**config.mk**
```make
export PLATFORM = sky130hd
export DESIGN_NAME = decode_top
export DESIGN_NICKNAME = d
export VERILOG_FILES = /design/src/decode_pkg.sv /design/src/decode_top.sv /design/src/decode_stage.sv /design/src/reg_file.sv /design/src/control_unit.sv /design/src/instr_queue.sv
export SDC_FILE = /design/constraint.sdc
export NUM_CORES = 2
export LEC_CHECK = 0
export BUFFER_PORTS_ARGS = -buffer_cell sky130_fd_sc_hd__buf_2
export CAP_MARGIN = 40
export CORE_AREA = 2 2 435 437
export DETAILED_ROUTE_END_ITERATION = 6
export DIE_AREA = 0 0 437 439
export HOLD_SLACK_MARGIN = 0.15
export SYNTH_ARGS = -nofsm -noshare
export SYNTH_HDL_FRONTEND = slang
export SYNTH_HIERARCHICAL = 1
export SYNTH_SLANG_ARGS = --single-unit
export TNS_END_PERCENT = 5
```
**constraint.sdc**
```tcl
create_clock -name CLK -period 4.8 [get_ports CLK]
set_input_delay 1.44 -clock CLK [delete_from_list [all_inputs] [get_ports CLK]]
set_output_delay 1.44 -clock CLK [all_outputs]
set_load 0.01 [all_outputs]
```
**src/decode_pkg.sv**
```systemverilog
// ----------------------------------------------------------
// Shared types for the RV32I decode slice
// Word and register index types, fetch and write-back packets
// Unit and ALU encodings, decoder fields, execute packet
// ----------------------------------------------------------
`default_nettype none

package decode_pkg;

  // Architectural widths
  typedef logic [31:0] word_t;
  typedef logic [4:0]  reg_addr_t;
  typedef logic [2:0]  funct3_t;

  // One fetched instruction with its address
  typedef struct packed {
    word_t pc;
    word_t instr;
  } fetch_pkt_t;

  // FU_NONE at zero so an all-zero packet reads as a bubble
  typedef enum logic [1:0] {
    FU_NONE   = 2'd0,
    FU_ARITH  = 2'd1,
    FU_LDST   = 2'd2,
    FU_BRANCH = 2'd3
  } fu_type_e;

  typedef enum logic [3:0] {
    ALU_ADD  = 4'd0,
    ALU_SUB  = 4'd1,
    ALU_SLL  = 4'd2,
    ALU_SLT  = 4'd3,
    ALU_SLTU = 4'd4,
    ALU_XOR  = 4'd5,
    ALU_SRL  = 4'd6,
    ALU_SRA  = 4'd7,
    ALU_OR   = 4'd8,
    ALU_AND  = 4'd9
  } alu_op_e;

  // Decoder output, immediates still raw
  typedef struct packed {
    fu_type_e    fu_type;
    alu_op_e     alu_op;
    reg_addr_t   rs1;
    reg_addr_t   rs2;
    reg_addr_t   rd;
    logic        wen;
    logic [1:0]  src_a_sel;
    logic [1:0]  src_b_sel;
    logic [1:0]  w_src;
    logic        imm_shamt_sel;
    logic [11:0] imm_I;
    logic [11:0] imm_S;
    logic [12:0] imm_SB;
    logic [19:0] imm_U;
    logic [20:0] imm_UJ;
    logic        j_sel;
    logic        jump;
    logic        branch;
    funct3_t     branch_type;
    logic        load;
    logic        store;
    logic        ifence;
    logic        illegal;
  } ctrl_t;

  // Registered decode result toward execute
  typedef struct packed {
    logic      valid;
    fu_type_e  fu_type;
    alu_op_e   alu_op;
    word_t     pc;
    word_t     pc4;
    word_t     port_a;
    word_t     port_b;
    reg_addr_t rd;
    logic      wen;
    word_t     wdata;
    word_t     j_base;
    word_t     j_offset;
    logic      jump;
    logic      branch;
    funct3_t   branch_type;
    logic      load;
    logic      store;
    logic      illegal;
  } dec_pkt_t;

  typedef struct packed {
    reg_addr_t rd;
    word_t     data;
  } wb_pkt_t;

endpackage

`default_nettype wire
```
**src/decode_top.sv**
```systemverilog
// ----------------------------------------------------------
// Decode top level
// Queue, control decoder, register file and decode stage
// ----------------------------------------------------------
`default_nettype none
`timescale 1ns/1ps

module decode_top #(
  parameter int QUEUE_DEPTH = 4
) (
  input  logic                   CLK,
  input  logic                   nRST,
  input  logic                   fetch_strobe,
  input  decode_pkg::fetch_pkt_t fetch_pkt,
  input  logic                   wb_strobe,
  input  decode_pkg::wb_pkt_t    wb_pkt,
  input  logic                   hold,
  input  logic                   flush,
  input  logic                   flush_done,
  output logic                   cache_flush,
  output decode_pkg::dec_pkt_t   ex_pkt
);
  import decode_pkg::*;

  fetch_pkt_t head;
  logic       head_valid;
  logic       pop;
  ctrl_t      ctrl;
  word_t      rs1_data;
  word_t      rs2_data;

  // Fetch side buffer
  instr_queue #(
    .QUEUE_DEPTH(QUEUE_DEPTH)
  ) instr_queue_i (
    .CLK        (CLK),
    .nRST       (nRST),
    .push       (fetch_strobe),
    .push_pkt   (fetch_pkt),
    .pop        (pop),
    .flush      (flush),
    .head       (head),
    .head_valid (head_valid)
  );

  // Decoder works on the queue head
  control_unit control_unit_i (
    .instr (head.instr),
    .ctrl  (ctrl)
  );

  reg_file reg_file_i (
    .CLK      (CLK),
    .nRST     (nRST),
    .wen      (wb_strobe),
    .wb       (wb_pkt),
    .rs1      (ctrl.rs1),
    .rs2      (ctrl.rs2),
    .rs1_data (rs1_data),
    .rs2_data (rs2_data)
  );

  decode_stage decode_stage_i (
    .CLK         (CLK),
    .nRST        (nRST),
    .head        (head),
    .head_valid  (head_valid),
    .ctrl        (ctrl),
    .rs1_data    (rs1_data),
    .rs2_data    (rs2_data),
    .hold        (hold),
    .flush       (flush),
    .flush_done  (flush_done),
    .pop         (pop),
    .cache_flush (cache_flush),
    .ex_pkt      (ex_pkt)
  );

endmodule

`default_nettype wire

```
**src/decode_stage.sv**
```systemverilog
// ----------------------------------------------------------
// Decode stage toward execute
// Immediate extension, operand select, jump base/offset
// FENCE.I flush sequencing, registered execute packet
// ----------------------------------------------------------
`default_nettype none
`timescale 1ns/1ps

module decode_stage (
  input  logic                   CLK,
  input  logic                   nRST,
  input  decode_pkg::fetch_pkt_t head,
  input  logic                   head_valid,
  input  decode_pkg::ctrl_t      ctrl,
  input  decode_pkg::word_t      rs1_data,
  input  decode_pkg::word_t      rs2_data,
  input  logic                   hold,
  input  logic                   flush,
  input  logic                   flush_done,
  output logic                   pop,
  output logic                   cache_flush,
  output decode_pkg::dec_pkt_t   ex_pkt
);
  import decode_pkg::*;

  typedef enum logic [1:0] {
    FENCE_IDLE,
    FENCE_PULSE,
    FENCE_WAIT
  } fence_state_e;

  fence_state_e fence_state;
  fence_state_e fence_next;
  word_t        imm_I_ext;
  word_t        imm_S_ext;
  word_t        imm_SB_ext;
  word_t        imm_U_ext;
  word_t        imm_UJ_ext;
  word_t        imm_or_shamt;
  word_t        pc4;
  dec_pkt_t     issue_pkt;

  // Sign extension
  assign imm_I_ext  = {{20{ctrl.imm_I[11]}}, ctrl.imm_I};
  assign imm_S_ext  = {{20{ctrl.imm_S[11]}}, ctrl.imm_S};
  assign imm_SB_ext = {{19{ctrl.imm_SB[12]}}, ctrl.imm_SB};
  assign imm_U_ext  = {ctrl.imm_U, 12'h000};
  assign imm_UJ_ext = {{11{ctrl.imm_UJ[20]}}, ctrl.imm_UJ};
  // Shamt is the low five bits of the I field
  assign imm_or_shamt = ctrl.imm_shamt_sel ? {27'd0, ctrl.imm_I[4:0]} : imm_I_ext;
  assign pc4 = head.pc + 32'd4;

  // Pop only when nothing blocks the head
  assign pop = head_valid && !hold && !flush && (fence_state == FENCE_IDLE);

  always_comb begin
    fence_next = fence_state;
    if (flush) begin
      fence_next = FENCE_IDLE;
    end else begin
      case (fence_state)
        FENCE_IDLE:  if (pop && ctrl.ifence) fence_next = FENCE_PULSE;
        FENCE_PULSE: fence_next = FENCE_WAIT;
        FENCE_WAIT:  if (flush_done) fence_next = FENCE_IDLE;
        default:     fence_next = FENCE_IDLE;
      endcase
    end
  end

  always_ff @(posedge CLK, negedge nRST) begin
    if (!nRST)
      fence_state <= FENCE_IDLE;
    else
      fence_state <= fence_next;
  end

  // Flush request lasts the single PULSE cycle
  assign cache_flush = (fence_state == FENCE_PULSE);

  always_comb begin
    issue_pkt             = '0;
    issue_pkt.valid       = 1'b1;
    issue_pkt.fu_type     = ctrl.fu_type;
    issue_pkt.alu_op      = ctrl.alu_op;
    issue_pkt.pc          = head.pc;
    issue_pkt.pc4         = pc4;
    issue_pkt.rd          = ctrl.rd;
    issue_pkt.wen         = ctrl.wen;
    issue_pkt.jump        = ctrl.jump;
    issue_pkt.branch      = ctrl.branch;
    issue_pkt.branch_type = ctrl.branch_type;
    issue_pkt.load        = ctrl.load;
    issue_pkt.store       = ctrl.store;
    issue_pkt.illegal     = ctrl.illegal;
    case (ctrl.src_a_sel)
      2'd0:    issue_pkt.port_a = rs1_data;
      2'd1:    issue_pkt.port_a = imm_S_ext;
      2'd2:    issue_pkt.port_a = head.pc;
      default: issue_pkt.port_a = '0;
    endcase
    case (ctrl.src_b_sel)
      2'd0:    issue_pkt.port_b = rs1_data;
      2'd1:    issue_pkt.port_b = rs2_data;
      2'd2:    issue_pkt.port_b = imm_or_shamt;
      default: issue_pkt.port_b = imm_U_ext;
    endcase
    // Link value for jumps, upper immediate for LUI
    case (ctrl.w_src)
      2'd1:    issue_pkt.wdata = pc4;
      2'd2:    issue_pkt.wdata = imm_U_ext;
      default: issue_pkt.wdata = '0;
    endcase
    // pc relative for JAL and branches, rs1 relative for JALR
    if (ctrl.j_sel) begin
      issue_pkt.j_base   = head.pc;
      issue_pkt.j_offset = ctrl.branch ? imm_SB_ext : imm_UJ_ext;
    end else begin
      issue_pkt.j_base   = rs1_data;
      issue_pkt.j_offset = imm_I_ext;
    end
  end

  // A popped FENCE.I leaves a bubble behind
  // Bubble is all zero, which reads as FU_NONE
  always_ff @(posedge CLK, negedge nRST) begin
    if (!nRST)
      ex_pkt <= '0;
    else if (pop && !ctrl.ifence)
      ex_pkt <= issue_pkt;
    else
      ex_pkt <= '0;
  end

  a_flush_single: assert property (@(posedge CLK) disable iff (!nRST)
    cache_flush |=> !cache_flush)
    else $error("decode_stage: cache_flush held two cycles");

endmodule

`default_nettype wire

```
**src/reg_file.sv**
```systemverilog
// ----------------------------------------------------------
// Integer register file, two read ports, one write port
// x0 reads zero, same-cycle writes forward to the reads
// ----------------------------------------------------------
`default_nettype none
`timescale 1ns/1ps

module reg_file (
  input  logic                  CLK,
  input  logic                  nRST,
  input  logic                  wen,
  input  decode_pkg::wb_pkt_t   wb,
  input  decode_pkg::reg_addr_t rs1,
  input  decode_pkg::reg_addr_t rs2,
  output decode_pkg::word_t     rs1_data,
  output decode_pkg::word_t     rs2_data
);
  import decode_pkg::*;

  // Entry 0 is cleared by reset and never written
  word_t regs [32];
  logic  write_hit;

  assign write_hit = wen && (wb.rd != '0);

  always_ff @(posedge CLK, negedge nRST) begin
    if (!nRST) begin
      for (int i = 0; i < 32; i++)
        regs[i] <= '0;
    end else if (write_hit) begin
      regs[wb.rd] <= wb.data;
    end
  end

  // Forward the value being written this cycle
  assign rs1_data = (write_hit && (wb.rd == rs1)) ? wb.data : regs[rs1];
  assign rs2_data = (write_hit && (wb.rd == rs2)) ? wb.data : regs[rs2];

endmodule

`default_nettype wire

```
**src/control_unit.sv**
```systemverilog
// ----------------------------------------------------------
// RV32I control decoder
// Opcode/funct decode into unit, ALU op and selects
// Raw immediate slicing, illegal encoding detection
// ----------------------------------------------------------
`default_nettype none
`timescale 1ns/1ps

module control_unit (
  input  decode_pkg::word_t instr,
  output decode_pkg::ctrl_t ctrl
);
  import decode_pkg::*;

  // Major opcodes
  localparam logic [6:0] OP_LUI      = 7'b0110111;
  localparam logic [6:0] OP_AUIPC    = 7'b0010111;
  localparam logic [6:0] OP_JAL      = 7'b1101111;
  localparam logic [6:0] OP_JALR     = 7'b1100111;
  localparam logic [6:0] OP_BRANCH   = 7'b1100011;
  localparam logic [6:0] OP_LOAD     = 7'b0000011;
  localparam logic [6:0] OP_STORE    = 7'b0100011;
  localparam logic [6:0] OP_IMM      = 7'b0010011;
  localparam logic [6:0] OP_REG      = 7'b0110011;
  localparam logic [6:0] OP_MISC_MEM = 7'b0001111;

  logic [6:0] opcode;
  funct3_t    funct3;
  logic [6:0] funct7;
  logic       funct7_ok;
  logic       is_shift;

  assign opcode    = instr[6:0];
  assign funct3    = instr[14:12];
  assign funct7    = instr[31:25];
  // Only base and alternate encodings exist
  assign funct7_ok = (funct7 == 7'h00) || (funct7 == 7'h20);
  assign is_shift  = (funct3 == 3'b001) || (funct3 == 3'b101);

  // funct3 to ALU op, alt is instr[30] where it matters
  function automatic alu_op_e alu_from_funct3(input funct3_t f3, input logic alt);
    case (f3)
      3'b000:  return alt ? ALU_SUB : ALU_ADD;
      3'b001:  return ALU_SLL;
      3'b010:  return ALU_SLT;
      3'b011:  return ALU_SLTU;
      3'b100:  return ALU_XOR;
      3'b101:  return alt ? ALU_SRA : ALU_SRL;
      3'b110:  return ALU_OR;
      default: return ALU_AND;
    endcase
  endfunction

  always_comb begin
    ctrl         = '0;
    ctrl.fu_type = FU_NONE;
    ctrl.alu_op  = ALU_ADD;
    ctrl.rs1     = instr[19:15];
    ctrl.rs2     = instr[24:20];
    ctrl.rd      = instr[11:7];
    // Raw immediate fields, extension happens in decode
    ctrl.imm_I   = instr[31:20];
    ctrl.imm_S   = {instr[31:25], instr[11:7]};
    ctrl.imm_SB  = {instr[31], instr[7], instr[30:25], instr[11:8], 1'b0};
    ctrl.imm_U   = instr[31:12];
    ctrl.imm_UJ  = {instr[31], instr[19:12], instr[20], instr[30:21], 1'b0};

    case (opcode)
      OP_LUI: begin
        // Zero plus imm_U, value also ready as wdata
        ctrl.fu_type   = FU_ARITH;
        ctrl.wen       = 1'b1;
        ctrl.src_a_sel = 2'd3;
        ctrl.src_b_sel = 2'd3;
        ctrl.w_src     = 2'd2;
      end
      OP_AUIPC: begin
        ctrl.fu_type   = FU_ARITH;
        ctrl.wen       = 1'b1;
        ctrl.src_a_sel = 2'd2;
        ctrl.src_b_sel = 2'd3;
      end
      OP_JAL: begin
        ctrl.fu_type = FU_BRANCH;
        ctrl.wen     = 1'b1;
        ctrl.jump    = 1'b1;
        ctrl.j_sel   = 1'b1;
        ctrl.w_src   = 2'd1;
      end
      OP_JALR: begin
        // Base rs1 and offset imm_I
        ctrl.fu_type = FU_BRANCH;
        ctrl.wen     = 1'b1;
        ctrl.jump    = 1'b1;
        ctrl.w_src   = 2'd1;
      end
      OP_BRANCH: begin
        // Compare rs1 with rs2, target is pc relative
        ctrl.fu_type     = FU_BRANCH;
        ctrl.branch      = 1'b1;
        ctrl.j_sel       = 1'b1;
        ctrl.branch_type = funct3;
        ctrl.src_b_sel   = 2'd1;
      end
      OP_LOAD: begin
        ctrl.fu_type   = FU_LDST;
        ctrl.load      = 1'b1;
        ctrl.wen       = 1'b1;
        ctrl.src_b_sel = 2'd2;
      end
      OP_STORE: begin
        // Address operands are imm_S and rs1
        ctrl.fu_type   = FU_LDST;
        ctrl.store     = 1'b1;
        ctrl.src_a_sel = 2'd1;
      end
      OP_IMM: begin
        ctrl.fu_type       = FU_ARITH;
        ctrl.wen           = 1'b1;
        ctrl.src_b_sel     = 2'd2;
        ctrl.imm_shamt_sel = is_shift;
        if (is_shift) begin
          ctrl.alu_op  = alu_from_funct3(funct3, instr[30]);
          ctrl.illegal = !funct7_ok;
        end else begin
          ctrl.alu_op = alu_from_funct3(funct3, 1'b0);
        end
      end
      OP_REG: begin
        ctrl.fu_type   = FU_ARITH;
        ctrl.wen       = 1'b1;
        ctrl.src_b_sel = 2'd1;
        ctrl.alu_op    = alu_from_funct3(funct3, instr[30]);
        ctrl.illegal   = !funct7_ok;
      end
      OP_MISC_MEM: begin
        // FENCE is a no-op here, FENCE.I flushes the caches
        if (funct3 == 3'b001)
          ctrl.ifence = 1'b1;
        else if (funct3 != 3'b000)
          ctrl.illegal = 1'b1;
      end
      default: ctrl.illegal = 1'b1;
    endcase

    // Illegal encodings carry no side effects
    if (ctrl.illegal) begin
      ctrl.fu_type = FU_NONE;
      ctrl.wen     = 1'b0;
      ctrl.jump    = 1'b0;
      ctrl.branch  = 1'b0;
      ctrl.load    = 1'b0;
      ctrl.store   = 1'b0;
      ctrl.ifence  = 1'b0;
    end
  end

endmodule

`default_nettype wire

```
**src/instr_queue.sv**
```systemverilog
// ----------------------------------------------------------
// Instruction queue between fetch and decode
// Circular buffer of fetch packets, flush clears it
// ----------------------------------------------------------
`default_nettype none
`timescale 1ns/1ps

module instr_queue #(
  parameter int QUEUE_DEPTH = 4
) (
  input  logic                   CLK,
  input  logic                   nRST,
  input  logic                   push,
  input  decode_pkg::fetch_pkt_t push_pkt,
  input  logic                   pop,
  input  logic                   flush,
  output decode_pkg::fetch_pkt_t head,
  output logic                   head_valid
);
  import decode_pkg::*;

  // Depth must be a power of two so the pointers wrap on their own
  localparam int PTR_W = $clog2(QUEUE_DEPTH);

  fetch_pkt_t       mem [QUEUE_DEPTH];
  logic [PTR_W-1:0] rd_ptr;
  logic [PTR_W-1:0] wr_ptr;
  logic [PTR_W:0]   count;
  logic             full;
  logic             do_push;
  logic             do_pop;

  assign full       = (count == (PTR_W+1)'(QUEUE_DEPTH));
  assign head_valid = (count != '0);
  assign head       = mem[rd_ptr];

  // Flush wins over a push or pop on the same edge
  assign do_push = push && !full && !flush;
  assign do_pop  = pop && head_valid && !flush;

  always_ff @(posedge CLK, negedge nRST) begin
    if (!nRST) begin
      rd_ptr <= '0;
      wr_ptr <= '0;
      count  <= '0;
    end else if (flush) begin
      rd_ptr <= '0;
      wr_ptr <= '0;
      count  <= '0;
    end else begin
      if (do_push)
        wr_ptr <= wr_ptr + 1'b1;
      if (do_pop)
        rd_ptr <= rd_ptr + 1'b1;
      // Occupancy only moves when exactly one side is active
      if (do_push && !do_pop)
        count <= count + 1'b1;
      else if (!do_push && do_pop)
        count <= count - 1'b1;
    end
  end

  // Storage
  always_ff @(posedge CLK) begin
    if (do_push)
      mem[wr_ptr] <= push_pkt;
  end

  // Fetch has no back-pressure, it must respect the depth
  a_no_push_full: assert property (@(posedge CLK) disable iff (!nRST)
    push |-> !full)
    else $error("instr_queue: push while full");

  // Decode may only pop a valid head
  a_no_pop_empty: assert property (@(posedge CLK) disable iff (!nRST)
    pop |-> head_valid)
    else $error("instr_queue: pop while empty");

endmodule

`default_nettype wire

```
==> flow_metrics.env <==
export IMPL_start_util_pct=39.7
export IMPL_htreeDepth=4
export IMPL_syn_instance_count=4909
export IMPL_arrival_ns=5.27
export IMPL_synth_top_area_cell="dfrtp_1"
export IMPL_r2r_cells=12
export IMPL_clkLatencyLatePin_ns=0.81
export IMPL_synthDistinctLibCells=77
export IMPL_whs_path_depth=0
export IMPL_dpl_hpwl_mm=157
export IMPL_p_leak_nw=35.7
export IMPL_cts_tree="yes"
export IMPL_async_flop_share_pct=83.2
export IMPL_tns_ns=0
export IMPL_ctsResizeCount=0
export IMPL_die_w_um=437
export IMPL_synth_avg_cell_area_um2=15.1
export IMPL_synthFlopType="dfrtp_1"
export IMPL_nFillCells=16600
export IMPL_ctsLongestPathBuffers=3
export IMPL_wl_per_cell_um=32.0
export IMPL_multi_input_comb_area_um2=32000
export IMPL_die_y_um=439
export IMPL_post_route_min_period_ns=4.53
export IMPL_register_area_um2=39300
export IMPL_finalNetCount=5158
export IMPL_postCtsSetupBuffers=0
export IMPL_viasPerCell=6.12
export IMPL_syn_to_final_growth_pct=13.4
export IMPL_ant_nets=0
export IMPL_drtIter0Drc=4840
export IMPL_setup_viol=0
export IMPL_cp_required_ns=5.54
export IMPL_final_hold_viol_count=0
export IMPL_crit_type="reg -> reg"
export IMPL_io_pins=354
export IMPL_maxCapViolations=0
export IMPL_grt_pass1_vias=47800
export IMPL_overflow=0
export IMPL_synth_warning_count=6
export IMPL_r2r_end="decode_stage_i/ex_pkt[113]"
export IMPL_place_port_buffers=353
export IMPL_synth_seq_cells=1521
export IMPL_reg2reg_from="instr_queue_i/rd_ptr[0]"
export IMPL_maxSlewViolCount=0
export IMPL_hp_class="reg -> reg"
export IMPL_cp_end_kind="register"
export IMPL_cts_sinks=1521
export IMPL_die_area_um2=192000
export IMPL_slew_headroom_pct=32.9
export IMPL_postCtsHoldBufs=0
export IMPL_setup_worst_path_end="decode_stage_i/ex_pkt[113]"
export IMPL_crit_start="instr_queue_i/rd_ptr[0]"
export IMPL_power_density_nw_per_um2=474
export IMPL_cp_max_fo=19
export IMPL_via_count=47000
export IMPL_grt_setup_unrepaired="no"
export IMPL_rows=159
export IMPL_finClkSkew_ns=0.0336
export IMPL_syn_area_um2=74300
export IMPL_grt_usage_pct=25.4
export IMPL_drive_gt1_share_pct=46.7
export IMPL_antenna_found_initial=23
export IMPL_path_clk_slew_ns=0.06
export IMPL_yosys_top_cells_area="dfrtp_1 (43%), mux4_2 (18%), mux2_2 (14%), edfxtp_1 (10%), o22ai_1 (2.1%)"
export IMPL_drc_errors=0
export IMPL_gp_congestion=0.880
export IMPL_final_util_pct=45.1
export IMPL_status="complete, no violations"
export IMPL_design_area_um2=84300
export IMPL_clock_fmax_mhz=221
export IMPL_worstMarginPinSlew_ns=1.01
export IMPL_cts_buffers=166
export IMPL_synth_edff_count=256
export IMPL_seq_area_frac_synth_pct=52.9
export IMPL_critPathLaunchType="register"
export IMPL_placed_area_um2=79000
export IMPL_grt_max_degree=171
export IMPL_grt_first_pass_wirelength_mm=353
export IMPL_root_buffer="clkbuf_16"
export IMPL_r2r_slack_ns=0.27
export IMPL_firstDrtPassIters=7
export IMPL_finalCritPeriodShare_pct=94.3
export IMPL_core_um2=187000
export IMPL_irDropWorstVdd_uv=412
export IMPL_yosysTopAreaCellShare_pct=42.6
export IMPL_wl_mm=246
## layer usage
layer / track usage (%) / routed length, µm / share of wire [%] / vias up
li1: - / - / - / 19000
met1: 34.6 / 101000 / 41 / 25600
met2: 40.0 / 117000 / 47 / 1969
met3: 4.83 / 17500 / 7.1 / 507
met4: 10.8 / 11200 / 4.6 / 10
met5: 0 / 64 / 0.026 / -
## metrics by stage
stage / std cells / setup slack (ns) / power [W] / hold slack [ns]
6_report: 7680 / 0.275 / 0.0400 / 0.392
5_1_grt: 7676 / 0.124 / 0.0415 / 0.407
4_1_cts: 7673 / 0.263 / 0.0401 / 0.396
3_5_place_dp: 7369 / 0.279 / 0.0276 / 0.383
3_3_place_gp: 7367 / 0.286 / 0.0273 / 0.377
2_1_floorplan: 4910 / 0.951 / 0.0237 / 0.441
## cells in the mapped netlist (55+ instances only)
cell type,n
buf_1,56
or4_1,62
nor2_1,184
and3_1,55
edfxtp_1,256
buf_2,117
o21ai_1,77
o22ai_1,248
clkbuf_1,266
mux2i_1,96
mux2_1,87
mux2_2,909
buf_4,154
mux4_2,595
dfrtp_1,1265
nand2_1,119
## state kept, by name (all words and copies together) (netlist names)
name                        flops
instr_queue_i/mem             256
decode_stage_i/ex_pkt         232
instr_queue_i/count             3
instr_queue_i/wr_ptr            2
reg_file_i/regs              1024
instr_queue_i/rd_ptr            2
decode_stage_i/fence_state      2
## kinds of logic (layout without fill, tap and decap cells)
group | after synthesis | after routing | synth area share [%]
flops | 1521 | 1521 | 52.9
other cells | 1 | 9 | 0.00505
simple gates | 588 | 588 | 4.13
fa+ha+maj | 8 | 8 | 0.145
mux | 1687 | 1687 | 34.4
xor+xnor | 42 | 42 | 0.495
compound gates | 434 | 434 | 3.57
buf+inv | 628 | 896 | 4.30
## how the worst min path moves through the flow
stage / slack (ns) / start / endpoint
5_1_grt: 0.41 / reg_file_i/regs[992] / reg_file_i/regs[992]
3_3_place_gp: 0.38 / reg_file_i/regs[1013] / reg_file_i/regs[1013]
3_5_place_dp: 0.38 / reg_file_i/regs[994] / reg_file_i/regs[994]
6_report: 0.39 / reg_file_i/regs[993] / reg_file_i/regs[993]
4_1_cts: 0.40 / reg_file_i/regs[994] / reg_file_i/regs[994]
2_1_floorplan: 0.44 / reg_file_i/regs[1000] / reg_file_i/regs[1000]
## cell usage in the layout, fill, tap and decap left out, drive strengths merged, types with 64 or more instances in the layout
master and n:
buf 573, nor2 184, dfrtp 1265, o21ai 87
mux2 996, clkbuf 260, nand2 119, o22ai 248
edfxtp 256, mux2i 96, or4 64, mux4 595
## power by group
part | internal, W | leakage, nW | switching, W
Clock | 0.00710 | 2.60 | 0.00544
Combinational | 0.00538 | 14.3 | 0.00558
Sequential | 0.0151 | 18.8 | 0.00136
## critical path, cell delays in order (launching register included)
cell     delay (ns)
dfrtp_4        0.59
mux4_4         1.01
buf_4          0.38
buf_4          0.28
mux4_2         0.36
o22ai_1        0.12
or4_1          0.65
o21ai_1        0.44
buf_4          0.24
mux2i_1        0.07
nor2_1         0.11
a21oi_1        0.05
nor2_1         0.10
## final cells by class
| type | instances | area share [%] |
|---|---|---|
| sequential | 1521 | 46.7 |
| multi-input combinational | 2761 | 38.0 |
| clock buffer | 260 | 5.81 |
| timing repair buffer | 573 | 5.21 |
| tap | 2495 | 3.70 |
| clock inverter | 44 | 0.482 |
| inverter | 19 | 0.0846 |
| antenna | 7 | 0.0208 |
Power figures use the tool's default switching activity.
